**config.mk**
```make
export PLATFORM = sky130hd
export DESIGN_NAME = processor
export DESIGN_NICKNAME = d
export VERILOG_FILES = /design/src/cpu_pkg.sv /design/src/control_unit.sv /design/src/fetch_stage.sv /design/src/register_file.sv /design/src/execute_stage.sv /design/src/memory_stage.sv /design/src/processor.sv
export VERILOG_INCLUDE_DIRS = /design/src /design/src/src
export SDC_FILE = /design/constraint.sdc
export NUM_CORES = 2
export LEC_CHECK = 0
export ABC_CLOCK_PERIOD_IN_PS = 6100
export BUFFER_PORTS_ARGS = -buffer_cell sky130_fd_sc_hd__buf_2
export CAP_MARGIN = 40
export CORE_MARGIN = 2
export CORE_UTILIZATION = 25
export DETAILED_ROUTE_END_ITERATION = 12
export MAX_ROUTING_LAYER = met4
export PLACE_DENSITY = 0.49
export REMOVE_ABC_BUFFERS = 1
export SYNTH_ARGS = -nofsm -noshare
export SYNTH_HDL_FRONTEND = slang
export SYNTH_SLANG_ARGS = --single-unit
```
**constraint.sdc**
```tcl
create_clock -name clk -period 6.1 [get_ports clk]
set_clock_uncertainty 0.15 [all_clocks]
set_input_delay 0.915 -clock clk [delete_from_list [all_inputs] [get_ports clk]]
set_output_delay 0.915 -clock clk [all_outputs]
set_load 0.1 [all_outputs]
```
**src/cpu_cfg.svh**
```systemverilog
`ifndef CPU_CFG_SVH
`define CPU_CFG_SVH

// datapath and instruction word width
`define CPU_DATA_WIDTH 16

// eight architectural registers
`define CPU_REG_ADDR_WIDTH 3

// 64 words each
`define CPU_IMEM_ADDR_WIDTH 6
`define CPU_DMEM_ADDR_WIDTH 6

// signed immediate of the I-format
`define CPU_IMM_WIDTH 6

`endif

```
**src/cpu_pkg.sv**
```systemverilog
`include "cpu_cfg.svh"

package cpu_pkg;

  typedef logic [`CPU_DATA_WIDTH-1:0]      word_t;
  typedef logic [`CPU_REG_ADDR_WIDTH-1:0]  reg_addr_t;
  typedef logic [`CPU_IMEM_ADDR_WIDTH-1:0] pc_t;

  // codes 8 to 15 fall through to nop
  typedef enum logic [3:0] {
    op_nop  = 4'h0,
    op_alu  = 4'h1,
    op_addi = 4'h2,
    op_lw   = 4'h3,
    op_sw   = 4'h4,
    op_beq  = 4'h5,
    op_bne  = 4'h6,
    op_halt = 4'h7
  } opcode_e;

  // doubles as the R-format funct field
  typedef enum logic [2:0] {
    alu_add = 3'd0,
    alu_sub = 3'd1,
    alu_and = 3'd2,
    alu_or  = 3'd3,
    alu_xor = 3'd4,
    alu_slt = 3'd5
  } alu_op_e;

  //////////////////////////////
  // instruction word
  //////////////////////////////
  typedef struct packed {
    opcode_e   opcode;
    reg_addr_t rs;
    reg_addr_t rt;
    reg_addr_t rd;
    alu_op_e   funct;
  } r_fmt_t;

  typedef struct packed {
    opcode_e                          opcode;
    reg_addr_t                        rs;
    reg_addr_t                        rt;
    logic signed [`CPU_IMM_WIDTH-1:0] imm6;
  } i_fmt_t;

  typedef union packed {
    r_fmt_t r;
    i_fmt_t i;
  } instr_u;

  //////////////////////////////
  // pipeline registers
  //////////////////////////////
  typedef struct packed {
    alu_op_e alu_op;
    logic    alu_src_imm;
    logic    reg_write;
    logic    mem_read;
    logic    mem_write;
    logic    beq;
    logic    bne;
    logic    halt;
    logic    valid;
  } ctrl_t;

  typedef struct packed {
    ctrl_t     ctrl;
    // pc + 1, base of the branch target
    pc_t       pc_next;
    reg_addr_t rs;
    reg_addr_t rt;
    word_t     rs_data;
    word_t     rt_data;
    word_t     imm;
    reg_addr_t dest;
  } id_ex_t;

  typedef struct packed {
    ctrl_t     ctrl;
    word_t     alu;
    word_t     store_data;
    reg_addr_t dest;
  } ex_mem_t;

  typedef struct packed {
    ctrl_t     ctrl;
    word_t     alu;
    word_t     load_data;
    reg_addr_t dest;
  } mem_wb_t;

  typedef enum logic [1:0] {
    fwd_none   = 2'd0,
    fwd_ex_mem = 2'd1,
    fwd_mem_wb = 2'd2
  } fwd_sel_e;

  // one entry per retired register write
  typedef struct packed {
    logic      valid;
    reg_addr_t rd;
    word_t     data;
  } wb_trace_t;

endpackage

```
**src/control_unit.sv**
```systemverilog
`timescale 1ns/10ps

module control_unit (
  input  logic               clk,
  input  logic               arst_n,
  input  cpu_pkg::instr_u    instr,
  input  cpu_pkg::id_ex_t    id_ex,
  input  cpu_pkg::ex_mem_t   ex_mem,
  input  cpu_pkg::mem_wb_t   mem_wb,
  input  logic               branch_taken,
  output cpu_pkg::ctrl_t     ctrl,
  output cpu_pkg::reg_addr_t dest,
  output logic               stall,
  output logic               flush,
  output cpu_pkg::fwd_sel_e  fwd_a,
  output cpu_pkg::fwd_sel_e  fwd_b
);

  //////////////////////////////
  // opcode decode
  //////////////////////////////
  always_comb begin
    ctrl       = '0;
    ctrl.valid = 1'b1;
    dest       = '0;
    case (instr.r.opcode)
      cpu_pkg::op_alu: begin
        ctrl.alu_op    = instr.r.funct;
        ctrl.reg_write = 1'b1;
        dest           = instr.r.rd;
      end
      cpu_pkg::op_addi: begin
        ctrl.alu_op      = cpu_pkg::alu_add;
        ctrl.alu_src_imm = 1'b1;
        ctrl.reg_write   = 1'b1;
        dest             = instr.i.rt;
      end
      cpu_pkg::op_lw: begin
        ctrl.alu_op      = cpu_pkg::alu_add;
        ctrl.alu_src_imm = 1'b1;
        ctrl.reg_write   = 1'b1;
        ctrl.mem_read    = 1'b1;
        dest             = instr.i.rt;
      end
      cpu_pkg::op_sw: begin
        ctrl.alu_op      = cpu_pkg::alu_add;
        ctrl.alu_src_imm = 1'b1;
        ctrl.mem_write   = 1'b1;
      end
      cpu_pkg::op_beq: ctrl.beq = 1'b1;
      cpu_pkg::op_bne: ctrl.bne = 1'b1;
      cpu_pkg::op_halt: ctrl.halt = 1'b1;
      // everything else moves down the pipe as a nop
      default: ;
    endcase
  end

  //////////////////////////////
  // hazards
  //////////////////////////////

  // load in execute feeding the word in decode
  assign stall = id_ex.ctrl.valid && id_ex.ctrl.mem_read && (id_ex.dest != '0) &&
                 ((id_ex.dest == instr.r.rs) || (id_ex.dest == instr.i.rt));

  // the two younger words die when execute redirects
  assign flush = branch_taken;

  // youngest writer wins
  function automatic cpu_pkg::fwd_sel_e pick_fwd(input cpu_pkg::reg_addr_t src);
    if (ex_mem.ctrl.valid && ex_mem.ctrl.reg_write &&
        (ex_mem.dest != '0) && (ex_mem.dest == src)) begin
      return cpu_pkg::fwd_ex_mem;
    end
    if (mem_wb.ctrl.valid && mem_wb.ctrl.reg_write &&
        (mem_wb.dest != '0) && (mem_wb.dest == src)) begin
      return cpu_pkg::fwd_mem_wb;
    end
    return cpu_pkg::fwd_none;
  endfunction

  always_comb begin
    fwd_a = pick_fwd(id_ex.rs);
    fwd_b = pick_fwd(id_ex.rt);
  end

  // a load-use bubble never lands on a slot that a branch is killing
  a_flush_no_stall: assert property (
    @(posedge clk) disable iff (!arst_n)
    flush |-> !stall
  );

endmodule

```
**src/fetch_stage.sv**
```systemverilog
`timescale 1ns/10ps

`include "cpu_cfg.svh"

module fetch_stage (
  input  logic            clk,
  input  logic            arst_n,
  input  logic            run,
  input  logic            load_we,
  input  cpu_pkg::pc_t    load_addr,
  input  cpu_pkg::word_t  load_data,
  input  logic            stall,
  input  logic            flush,
  input  logic            stop,
  input  logic            branch_taken,
  input  cpu_pkg::pc_t    branch_target,
  output cpu_pkg::instr_u instr,
  output cpu_pkg::pc_t    pc_next,
  output logic            instr_valid
);

  cpu_pkg::pc_t   pc;
  cpu_pkg::word_t imem [2**`CPU_IMEM_ADDR_WIDTH];
  logic           stopped;
  logic           fetch_en;

  // program load, idle core only
  always_ff @(posedge clk) begin
    if (load_we && !run) begin
      imem[load_addr] <= load_data;
    end
  end

  // nothing new once a halt sits in decode
  assign fetch_en = run && !stopped && !stop;

  //////////////////////////////
  // program counter
  //////////////////////////////
  always_ff @(posedge clk or negedge arst_n) begin
    if (!arst_n) begin
      pc      <= '0;
      stopped <= 1'b0;
    end else begin
      if (branch_taken) begin
        pc <= branch_target;
      end else if (fetch_en && !stall) begin
        pc <= pc + 1'b1;
      end
      // a halt killed by an older branch must not stop fetch
      if (stop && !stall && !flush) begin
        stopped <= 1'b1;
      end
    end
  end

  //////////////////////////////
  // IF/ID register
  //////////////////////////////
  always_ff @(posedge clk or negedge arst_n) begin
    if (!arst_n) begin
      instr       <= '0;
      pc_next     <= '0;
      instr_valid <= 1'b0;
    end else if (flush) begin
      instr       <= '0;
      instr_valid <= 1'b0;
    end else if (!stall) begin
      // empty slot reads as opcode 0
      instr       <= fetch_en ? imem[pc] : '0;
      pc_next     <= pc + 1'b1;
      instr_valid <= fetch_en;
    end
  end

endmodule

```
**src/register_file.sv**
```systemverilog
`timescale 1ns/10ps

`include "cpu_cfg.svh"

module register_file (
  input  logic               clk,
  input  logic               arst_n,
  input  cpu_pkg::reg_addr_t rs,
  input  cpu_pkg::reg_addr_t rt,
  input  cpu_pkg::mem_wb_t   wb,
  input  cpu_pkg::word_t     wb_data,
  output cpu_pkg::word_t     rs_data,
  output cpu_pkg::word_t     rt_data
);

  cpu_pkg::word_t regs [2**`CPU_REG_ADDR_WIDTH];
  logic           wr_en;

  // r0 is never written
  assign wr_en = wb.ctrl.valid && wb.ctrl.reg_write && (wb.dest != '0);

  always_ff @(posedge clk or negedge arst_n) begin
    if (!arst_n) begin
      for (int i = 0; i < 2**`CPU_REG_ADDR_WIDTH; i++) begin
        regs[i] <= '0;
      end
    end else if (wr_en) begin
      regs[wb.dest] <= wb_data;
    end
  end

  // writeback in the same cycle goes straight through
  assign rs_data = (wr_en && (wb.dest == rs)) ? wb_data : regs[rs];
  assign rt_data = (wr_en && (wb.dest == rt)) ? wb_data : regs[rt];

  a_r0_zero: assert property (
    @(posedge clk) disable iff (!arst_n)
    (rs == '0) |-> (rs_data == '0)
  );

endmodule

```
**src/execute_stage.sv**
```systemverilog
`timescale 1ns/10ps

`include "cpu_cfg.svh"

module execute_stage (
  input  logic              clk,
  input  logic              arst_n,
  input  cpu_pkg::id_ex_t   id_in,
  input  logic              stall,
  input  logic              flush,
  input  cpu_pkg::fwd_sel_e fwd_a,
  input  cpu_pkg::fwd_sel_e fwd_b,
  input  cpu_pkg::word_t    wb_data,
  output cpu_pkg::id_ex_t   id_ex,
  output cpu_pkg::ex_mem_t  ex_mem,
  output logic              branch_taken,
  output cpu_pkg::pc_t      branch_target
);

  cpu_pkg::word_t op_a;
  cpu_pkg::word_t op_b_reg;
  cpu_pkg::word_t op_b;
  cpu_pkg::word_t alu_y;

  //////////////////////////////
  // ID/EX register
  //////////////////////////////
  always_ff @(posedge clk or negedge arst_n) begin
    if (!arst_n) begin
      id_ex <= '0;
    end else if (stall || flush) begin
      // bubble on stall, kill on flush
      id_ex <= '0;
    end else begin
      id_ex <= id_in;
    end
  end

  function automatic cpu_pkg::word_t fwd_mux(input cpu_pkg::fwd_sel_e sel,
                                             input cpu_pkg::word_t    reg_val,
                                             input cpu_pkg::word_t    ex_val,
                                             input cpu_pkg::word_t    wb_val);
    case (sel)
      cpu_pkg::fwd_ex_mem: return ex_val;
      cpu_pkg::fwd_mem_wb: return wb_val;
      default:             return reg_val;
    endcase
  endfunction

  assign op_a     = fwd_mux(fwd_a, id_ex.rs_data, ex_mem.alu, wb_data);
  assign op_b_reg = fwd_mux(fwd_b, id_ex.rt_data, ex_mem.alu, wb_data);
  // addi, lw and sw take the immediate
  assign op_b     = id_ex.ctrl.alu_src_imm ? id_ex.imm : op_b_reg;

  //////////////////////////////
  // ALU
  //////////////////////////////
  always_comb begin
    case (id_ex.ctrl.alu_op)
      cpu_pkg::alu_add: alu_y = op_a + op_b;
      cpu_pkg::alu_sub: alu_y = op_a - op_b;
      cpu_pkg::alu_and: alu_y = op_a & op_b;
      cpu_pkg::alu_or:  alu_y = op_a | op_b;
      cpu_pkg::alu_xor: alu_y = op_a ^ op_b;
      cpu_pkg::alu_slt: alu_y = cpu_pkg::word_t'($signed(op_a) < $signed(op_b));
      default:          alu_y = '0;
    endcase
  end

  // compare the forwarded register values
  assign branch_taken = id_ex.ctrl.valid &&
                        ((id_ex.ctrl.beq && (op_a == op_b_reg)) ||
                         (id_ex.ctrl.bne && (op_a != op_b_reg)));
  assign branch_target = id_ex.pc_next + id_ex.imm[`CPU_IMEM_ADDR_WIDTH-1:0];

  //////////////////////////////
  // EX/MEM register
  //////////////////////////////
  always_ff @(posedge clk or negedge arst_n) begin
    if (!arst_n) begin
      ex_mem <= '0;
    end else begin
      ex_mem <= '{ctrl:       id_ex.ctrl,
                  alu:        alu_y,
                  store_data: op_b_reg,
                  dest:       id_ex.dest};
    end
  end

endmodule

```
**src/memory_stage.sv**
```systemverilog
`timescale 1ns/10ps

`include "cpu_cfg.svh"

module memory_stage (
  input  logic               clk,
  input  logic               arst_n,
  input  cpu_pkg::ex_mem_t   ex_mem,
  output cpu_pkg::mem_wb_t   mem_wb,
  output cpu_pkg::word_t     wb_data,
  output cpu_pkg::wb_trace_t trace,
  output logic               halted
);

  cpu_pkg::word_t                  dmem [2**`CPU_DMEM_ADDR_WIDTH];
  cpu_pkg::word_t                  load_data;
  logic [`CPU_DMEM_ADDR_WIDTH-1:0] dmem_addr;

  // word address from the low ALU bits
  assign dmem_addr = ex_mem.alu[`CPU_DMEM_ADDR_WIDTH-1:0];
  assign load_data = dmem[dmem_addr];

  // each run starts from an all-zero data memory
  always_ff @(posedge clk or negedge arst_n) begin
    if (!arst_n) begin
      for (int i = 0; i < 2**`CPU_DMEM_ADDR_WIDTH; i++) begin
        dmem[i] <= '0;
      end
    end else if (ex_mem.ctrl.valid && ex_mem.ctrl.mem_write) begin
      dmem[dmem_addr] <= ex_mem.store_data;
    end
  end

  //////////////////////////////
  // MEM/WB register
  //////////////////////////////
  always_ff @(posedge clk or negedge arst_n) begin
    if (!arst_n) begin
      mem_wb <= '0;
    end else begin
      mem_wb <= '{ctrl:      ex_mem.ctrl,
                  alu:       ex_mem.alu,
                  load_data: load_data,
                  dest:      ex_mem.dest};
    end
  end

  assign wb_data = mem_wb.ctrl.mem_read ? mem_wb.load_data : mem_wb.alu;

  // r0 writes are not reported
  assign trace = '{valid: mem_wb.ctrl.valid && mem_wb.ctrl.reg_write && (mem_wb.dest != '0),
                   rd:    mem_wb.dest,
                   data:  wb_data};

  // sticky until reset
  always_ff @(posedge clk or negedge arst_n) begin
    if (!arst_n) begin
      halted <= 1'b0;
    end else if (mem_wb.ctrl.valid && mem_wb.ctrl.halt) begin
      halted <= 1'b1;
    end
  end

  // nothing younger than the halt ever retires
  a_no_trace_after_halt: assert property (
    @(posedge clk) disable iff (!arst_n)
    trace.valid |-> !halted
  );

endmodule

```
**src/processor.sv**
```systemverilog
`timescale 1ns/10ps

`include "cpu_cfg.svh"

module processor (
  input  logic               clk,
  input  logic               arst_n,
  input  logic               run,
  input  logic               load_we,
  input  cpu_pkg::pc_t       load_addr,
  input  cpu_pkg::word_t     load_data,
  output cpu_pkg::wb_trace_t trace,
  output logic               halted
);

  // fetch
  cpu_pkg::instr_u    if_instr;
  cpu_pkg::pc_t       if_pc_next;
  logic               if_valid;

  // decode
  cpu_pkg::ctrl_t     dec_ctrl;
  cpu_pkg::reg_addr_t dec_dest;
  cpu_pkg::word_t     rs_data;
  cpu_pkg::word_t     rt_data;
  cpu_pkg::id_ex_t    id_in;

  // hazard control
  logic               stall;
  logic               flush;
  cpu_pkg::fwd_sel_e  fwd_a;
  cpu_pkg::fwd_sel_e  fwd_b;

  // later stages
  cpu_pkg::id_ex_t    id_ex;
  cpu_pkg::ex_mem_t   ex_mem;
  cpu_pkg::mem_wb_t   mem_wb;
  cpu_pkg::word_t     wb_data;
  logic               branch_taken;
  cpu_pkg::pc_t       branch_target;

  //////////////////////////////
  // fetch
  //////////////////////////////
  fetch_stage fetch_i (
    .clk           (clk),
    .arst_n        (arst_n),
    .run           (run),
    .load_we       (load_we),
    .load_addr     (load_addr),
    .load_data     (load_data),
    .stall         (stall),
    .flush         (flush),
    .stop          (dec_ctrl.halt),
    .branch_taken  (branch_taken),
    .branch_target (branch_target),
    .instr         (if_instr),
    .pc_next       (if_pc_next),
    .instr_valid   (if_valid)
  );

  //////////////////////////////
  // decode
  //////////////////////////////
  control_unit control_i (
    .clk          (clk),
    .arst_n       (arst_n),
    .instr        (if_instr),
    .id_ex        (id_ex),
    .ex_mem       (ex_mem),
    .mem_wb       (mem_wb),
    .branch_taken (branch_taken),
    .ctrl         (dec_ctrl),
    .dest         (dec_dest),
    .stall        (stall),
    .flush        (flush),
    .fwd_a        (fwd_a),
    .fwd_b        (fwd_b)
  );

  register_file regfile_i (
    .clk     (clk),
    .arst_n  (arst_n),
    .rs      (if_instr.r.rs),
    .rt      (if_instr.r.rt),
    .wb      (mem_wb),
    .wb_data (wb_data),
    .rs_data (rs_data),
    .rt_data (rt_data)
  );

  // empty IF/ID slot becomes a bubble
  assign id_in = '{ctrl:    if_valid ? dec_ctrl : '0,
                   pc_next: if_pc_next,
                   rs:      if_instr.r.rs,
                   rt:      if_instr.i.rt,
                   rs_data: rs_data,
                   rt_data: rt_data,
                   imm:     {{(`CPU_DATA_WIDTH-`CPU_IMM_WIDTH){
                                if_instr.i.imm6[`CPU_IMM_WIDTH-1]}},
                             if_instr.i.imm6},
                   dest:    dec_dest};

  //////////////////////////////
  // execute, memory, writeback
  //////////////////////////////
  execute_stage execute_i (
    .clk           (clk),
    .arst_n        (arst_n),
    .id_in         (id_in),
    .stall         (stall),
    .flush         (flush),
    .fwd_a         (fwd_a),
    .fwd_b         (fwd_b),
    .wb_data       (wb_data),
    .id_ex         (id_ex),
    .ex_mem        (ex_mem),
    .branch_taken  (branch_taken),
    .branch_target (branch_target)
  );

  memory_stage memory_i (
    .clk     (clk),
    .arst_n  (arst_n),
    .ex_mem  (ex_mem),
    .mem_wb  (mem_wb),
    .wb_data (wb_data),
    .trace   (trace),
    .halted  (halted)
  );

endmodule

```
==> summary.md <==
| Metric | Value |
|---|---|
| Max-slew violation count | 0 |
| Footprint of the multi-input gates | roughly 34000 sq um |
| Dpl hpwl | about 180000 microns |
| DIE HEIGHT | between 600 and 700 microns |
| Total power | 43.8 mW |
| Placed Cells | roughly 12000 |
| Seq/Total Area, Yosys | 0.638 |
| Dpl ws | 0.0795 ns |
| Post-synth EDFFs | 1024 |
| Top cells by area, synth | dfrtp_1 (33%), edfxtp_1 (31%), mux2_2 (12%), mux4_2 (4.7%), mux2i_1 (2.6%) |
| Initial antenna violation count | 12 |
| Reg area | roughly 64000 sq um |
| Fill count | ~40000 |
| Total length of routed wires | around 300000 microns |
| Finished layout cell area | around 120000 sq um |
| CP startpoint kind | flop |
| Crit Path Max Fanout | 6 |
| Clock Tree Root | clkbuf_16 |
| Normalized max-slew margin | 0.300 |
| GRT Resource Usage Total | 0.150 |
| Top FF cell, synth | dfrtp_1 |
| DRT iter0 DRCs | just over 5000 |
| Count of cell types in the netlist | 83 |
| Leakage Power | between 40 and 50 nW |
| Routed len/inst | 24.7 microns |
| Crit path DAT | around 6.3 ns |
| Worst Tran Pin Value | between 1 and 1.5 ns |
| Status | finished, violations left |
| Worst-path clk slew | around 0.060 ns |
| Full die area | just over 400000 sq um |
| Layout overhead on the synthesized area | 16.5% |
| Avg Cell Area, Syn | around 15 sq um |
| RSZ-0062 raised after global routing | no |
| Worst reg2reg path endpoint | execute_i.ex_mem[34] |
| Layout cells sized above 1 | 0.305 |
| RR Startpoint | memory_i.mem_wb[0] |
| H-tree depth | 5 |
| CTS tree | done |
| Most frequent cell after synthesis | dfrtp_1 |
| Rows | about 230 |
| Vias in the first global route | about 62000 |
| Maximum buffer depth of the clock tree | 4 |
| First-pass GRT wire length | about 450000 microns |
| Core Region | roughly 400000 sq um |
| Max Cap Viol | 0 |
| Register bit total from synthesis | 2350 |
| Grt total ovfl | 0 |
| F_max | 0.175 GHz |
| Largest net degree at the start of global routing | between 150 and 200 |
| FF-to-FF setup slack | about 0.37 ns |
| Clock Latency Late Sink | between 0.8 and 0.9 ns |
| CP required | around 6.7 ns |
| Synth async-reset ratio | 0.564 |
| Post-synthesis instance area | 100000 sq um |
| Pwr Density | 375 nW/um^2 |
| Cells after Synth | between 6000 and 7000 |
| Worst setup margin | between 0.3 and 0.4 ns |
| Clock sinks | between 2000 and 2500 |
| Setup CP Type | flop to flop |
| Finished Layout Cells | between 10000 and 15000 |
| Crit path capture | execute_i.ex_mem[34] |
| Failing checks | antenna violations |
| Final setup TNS | 0 ns |
| Yosys warning count | 0 |
| Via/cell ratio | ~4.9 |
| TritonCTS buffer count | approximately 260 |
| Via count | between 60000 and 70000 |
| Die width | roughly 640 microns |
| Number of port buffers | between 40 and 50 |
| Tmin final | between 5 and 6 ns |
| CP Capture Type | flop |
| Remaining DRCs | 0 |
| Worst VDD drop | roughly 230 uV |
| List of most frequent post-synthesis cells | dfrtp_1 (1326), mux2_2 (1097), edfxtp_1 (1024) |
| Setup violations, final | 0 |
| Area after DPL | ~110000 sq um |
| IO Pins | 47 |
| GPL Wtd Cong | between 0.8 and 0.9 |
| Hold Vio Cnt, Final | 0 |
| FF-to-FF path depth | 19 |
| Drt pass-1 iters | 6 |
| Min-Delay Path Class | flop to flop |
| Final Cycle Share | 0.939 |
| Area leader, netlist | dfrtp_1 |
| Initial Util | 0.251 |
| Antenna viol nets, final | 1 |
| Synth top area share | 0.331 |
| CP startpoint | memory_i.mem_wb[0] |
| Final nets | a little under 7000 |
==> worst min-delay path by stage <==
stage	start	end	slack [ns]	cells after the start
2_1_floorplan	execute_i.id_ex[64]	execute_i.ex_mem[36]	0.18	0
3_3_place_gp	execute_i.id_ex[67]	execute_i.ex_mem[39]	0.19	0
3_5_place_dp	execute_i.id_ex[64]	execute_i.ex_mem[36]	0.19	0
4_1_cts	execute_i.id_ex[64]	execute_i.ex_mem[36]	0.20	0
5_1_grt	execute_i.id_ex[64]	execute_i.ex_mem[36]	0.21	0
6_report	execute_i.id_ex[64]	execute_i.ex_mem[36]	0.20	0
==> final cells by class <==
cell class | count | share of cell area
flip-flops and latches | 2350 | 0.548
multi-input cells | 3788 | 0.291
clock buffers | 373 | 0.0641
well taps | 5265 | 0.0564
repair buffers | 376 | 0.0285
clock inverters | 99 | 0.00887
inverters | 81 | 0.00261
diodes | 12 | 0.000257
==> cells by family (layout without fill, tap and decap cells) <==
logic type,after synthesis,after routing,synth area share
muxes,1568,1568,0.196
adders and majority gates,58,58,0.00747
and+or+nand+nor,716,716,0.0324
AOI/OAI and AO/OA,1384,1384,0.0953
buffers and inverters,648,929,0.0250
DFF,2350,2350,0.638
xor gates and xnor gates,62,62,0.00542
other,0,12,0
==> where the power goes <==
group / internal (mW) / switching, mW / leakage, nW / total (mW)
Sequential: 16.9 / 0.549 / 27.6 / 17.4
Combinational: 3.49 / 7.06 / 14.6 / 10.6
Clock: 9.24 / 6.61 / 4.17 / 15.8
Total: 29.6 / 14.2 / 46.4 / 43.8
==> cell usage in the layout (no fill, tap or decap), types with 46 or more instances in the layout <==
cell type / synthesis / routed
edfxtp_1: 1024 / 1024
xnor2_1: 50 / 50
clkbuf_1: 459 / 71
buf_2: 14 / 49
dfrtp_1: 1326 / 1302
o21ai_0: 155 / 155
a221oi_1: 106 / 106
o22ai_1: 81 / 81
nand4_1: 46 / 46
mux4_2: 208 / 208
nand2_1: 200 / 199
o221ai_1: 78 / 78
buf_4: 8 / 270
mux2i_1: 262 / 262
ha_1: 55 / 55
mux2_2: 1097 / 1097
a22o_1: 115 / 115
inv_1: 80 / 80
a21oi_1: 292 / 292
nor2_1: 310 / 267
clkbuf_16: 0 / 272
a22oi_1: 324 / 324
a31oi_1: 100 / 100
==> metal layers <==
layer,routed length [microns],GRT usage,vias up
li1,-,-,26200
met3,14000,0.0176,434
met5,0,-,-
met1,142000,0.208,32300
met4,8120,0.0398,0
met2,141000,0.234,1588
==> per-stage QoR <==
step,hold WS (ns),util
final,0.203,0.292
after global routing,0.206,0.292
after CTS,0.197,0.292
after detailed placement,0.191,0.271
after global placement,0.193,0.269
after floorplan,0.181,-
==> state kept, by name, summed over array words and instances (netlist names), 6 cells and up <==
signal	cells
fetch_i.pc_next	6
fetch_i.pc	6
regfile_i.regs	128
memory_i.mem_wb	39
fetch_i.imem	1024
execute_i.id_ex	64
execute_i.ex_mem	40
memory_i.dmem	1024
fetch_i.instr	16
==> timing repair <==
| item | CTS | global route |
|---|---|---|
| gates resized for setup | 0 | 1 |
| hold buffers | 1 | 0 |
| endpoints found under the setup margin | 0 | 1 |
| buffers inserted | 0 | 4 |
| hold endpoints to repair | 107 | 0 |
==> critical path, cell delays in order, from the launching register on <==
cell,delay [ns]
dfrtp_1,0.47
xnor2_1,0.30
nand4_1,0.39
buf_4,0.30
a21oi_1,0.32
o21ai_0,0.24
nor2_1,0.15
a21oi_1,0.10
ha_1,0.38
o21bai_1,0.23
a21oi_1,0.15
o21bai_1,0.16
a21oi_1,0.14
o21bai_1,0.30
a211oi_1,0.18
o41ai_2,0.51
a2111oi_0,0.22
or4_1,0.57
a41oi_1,0.20
o21ai_0,0.12
(Power assumes the default switching activity.)
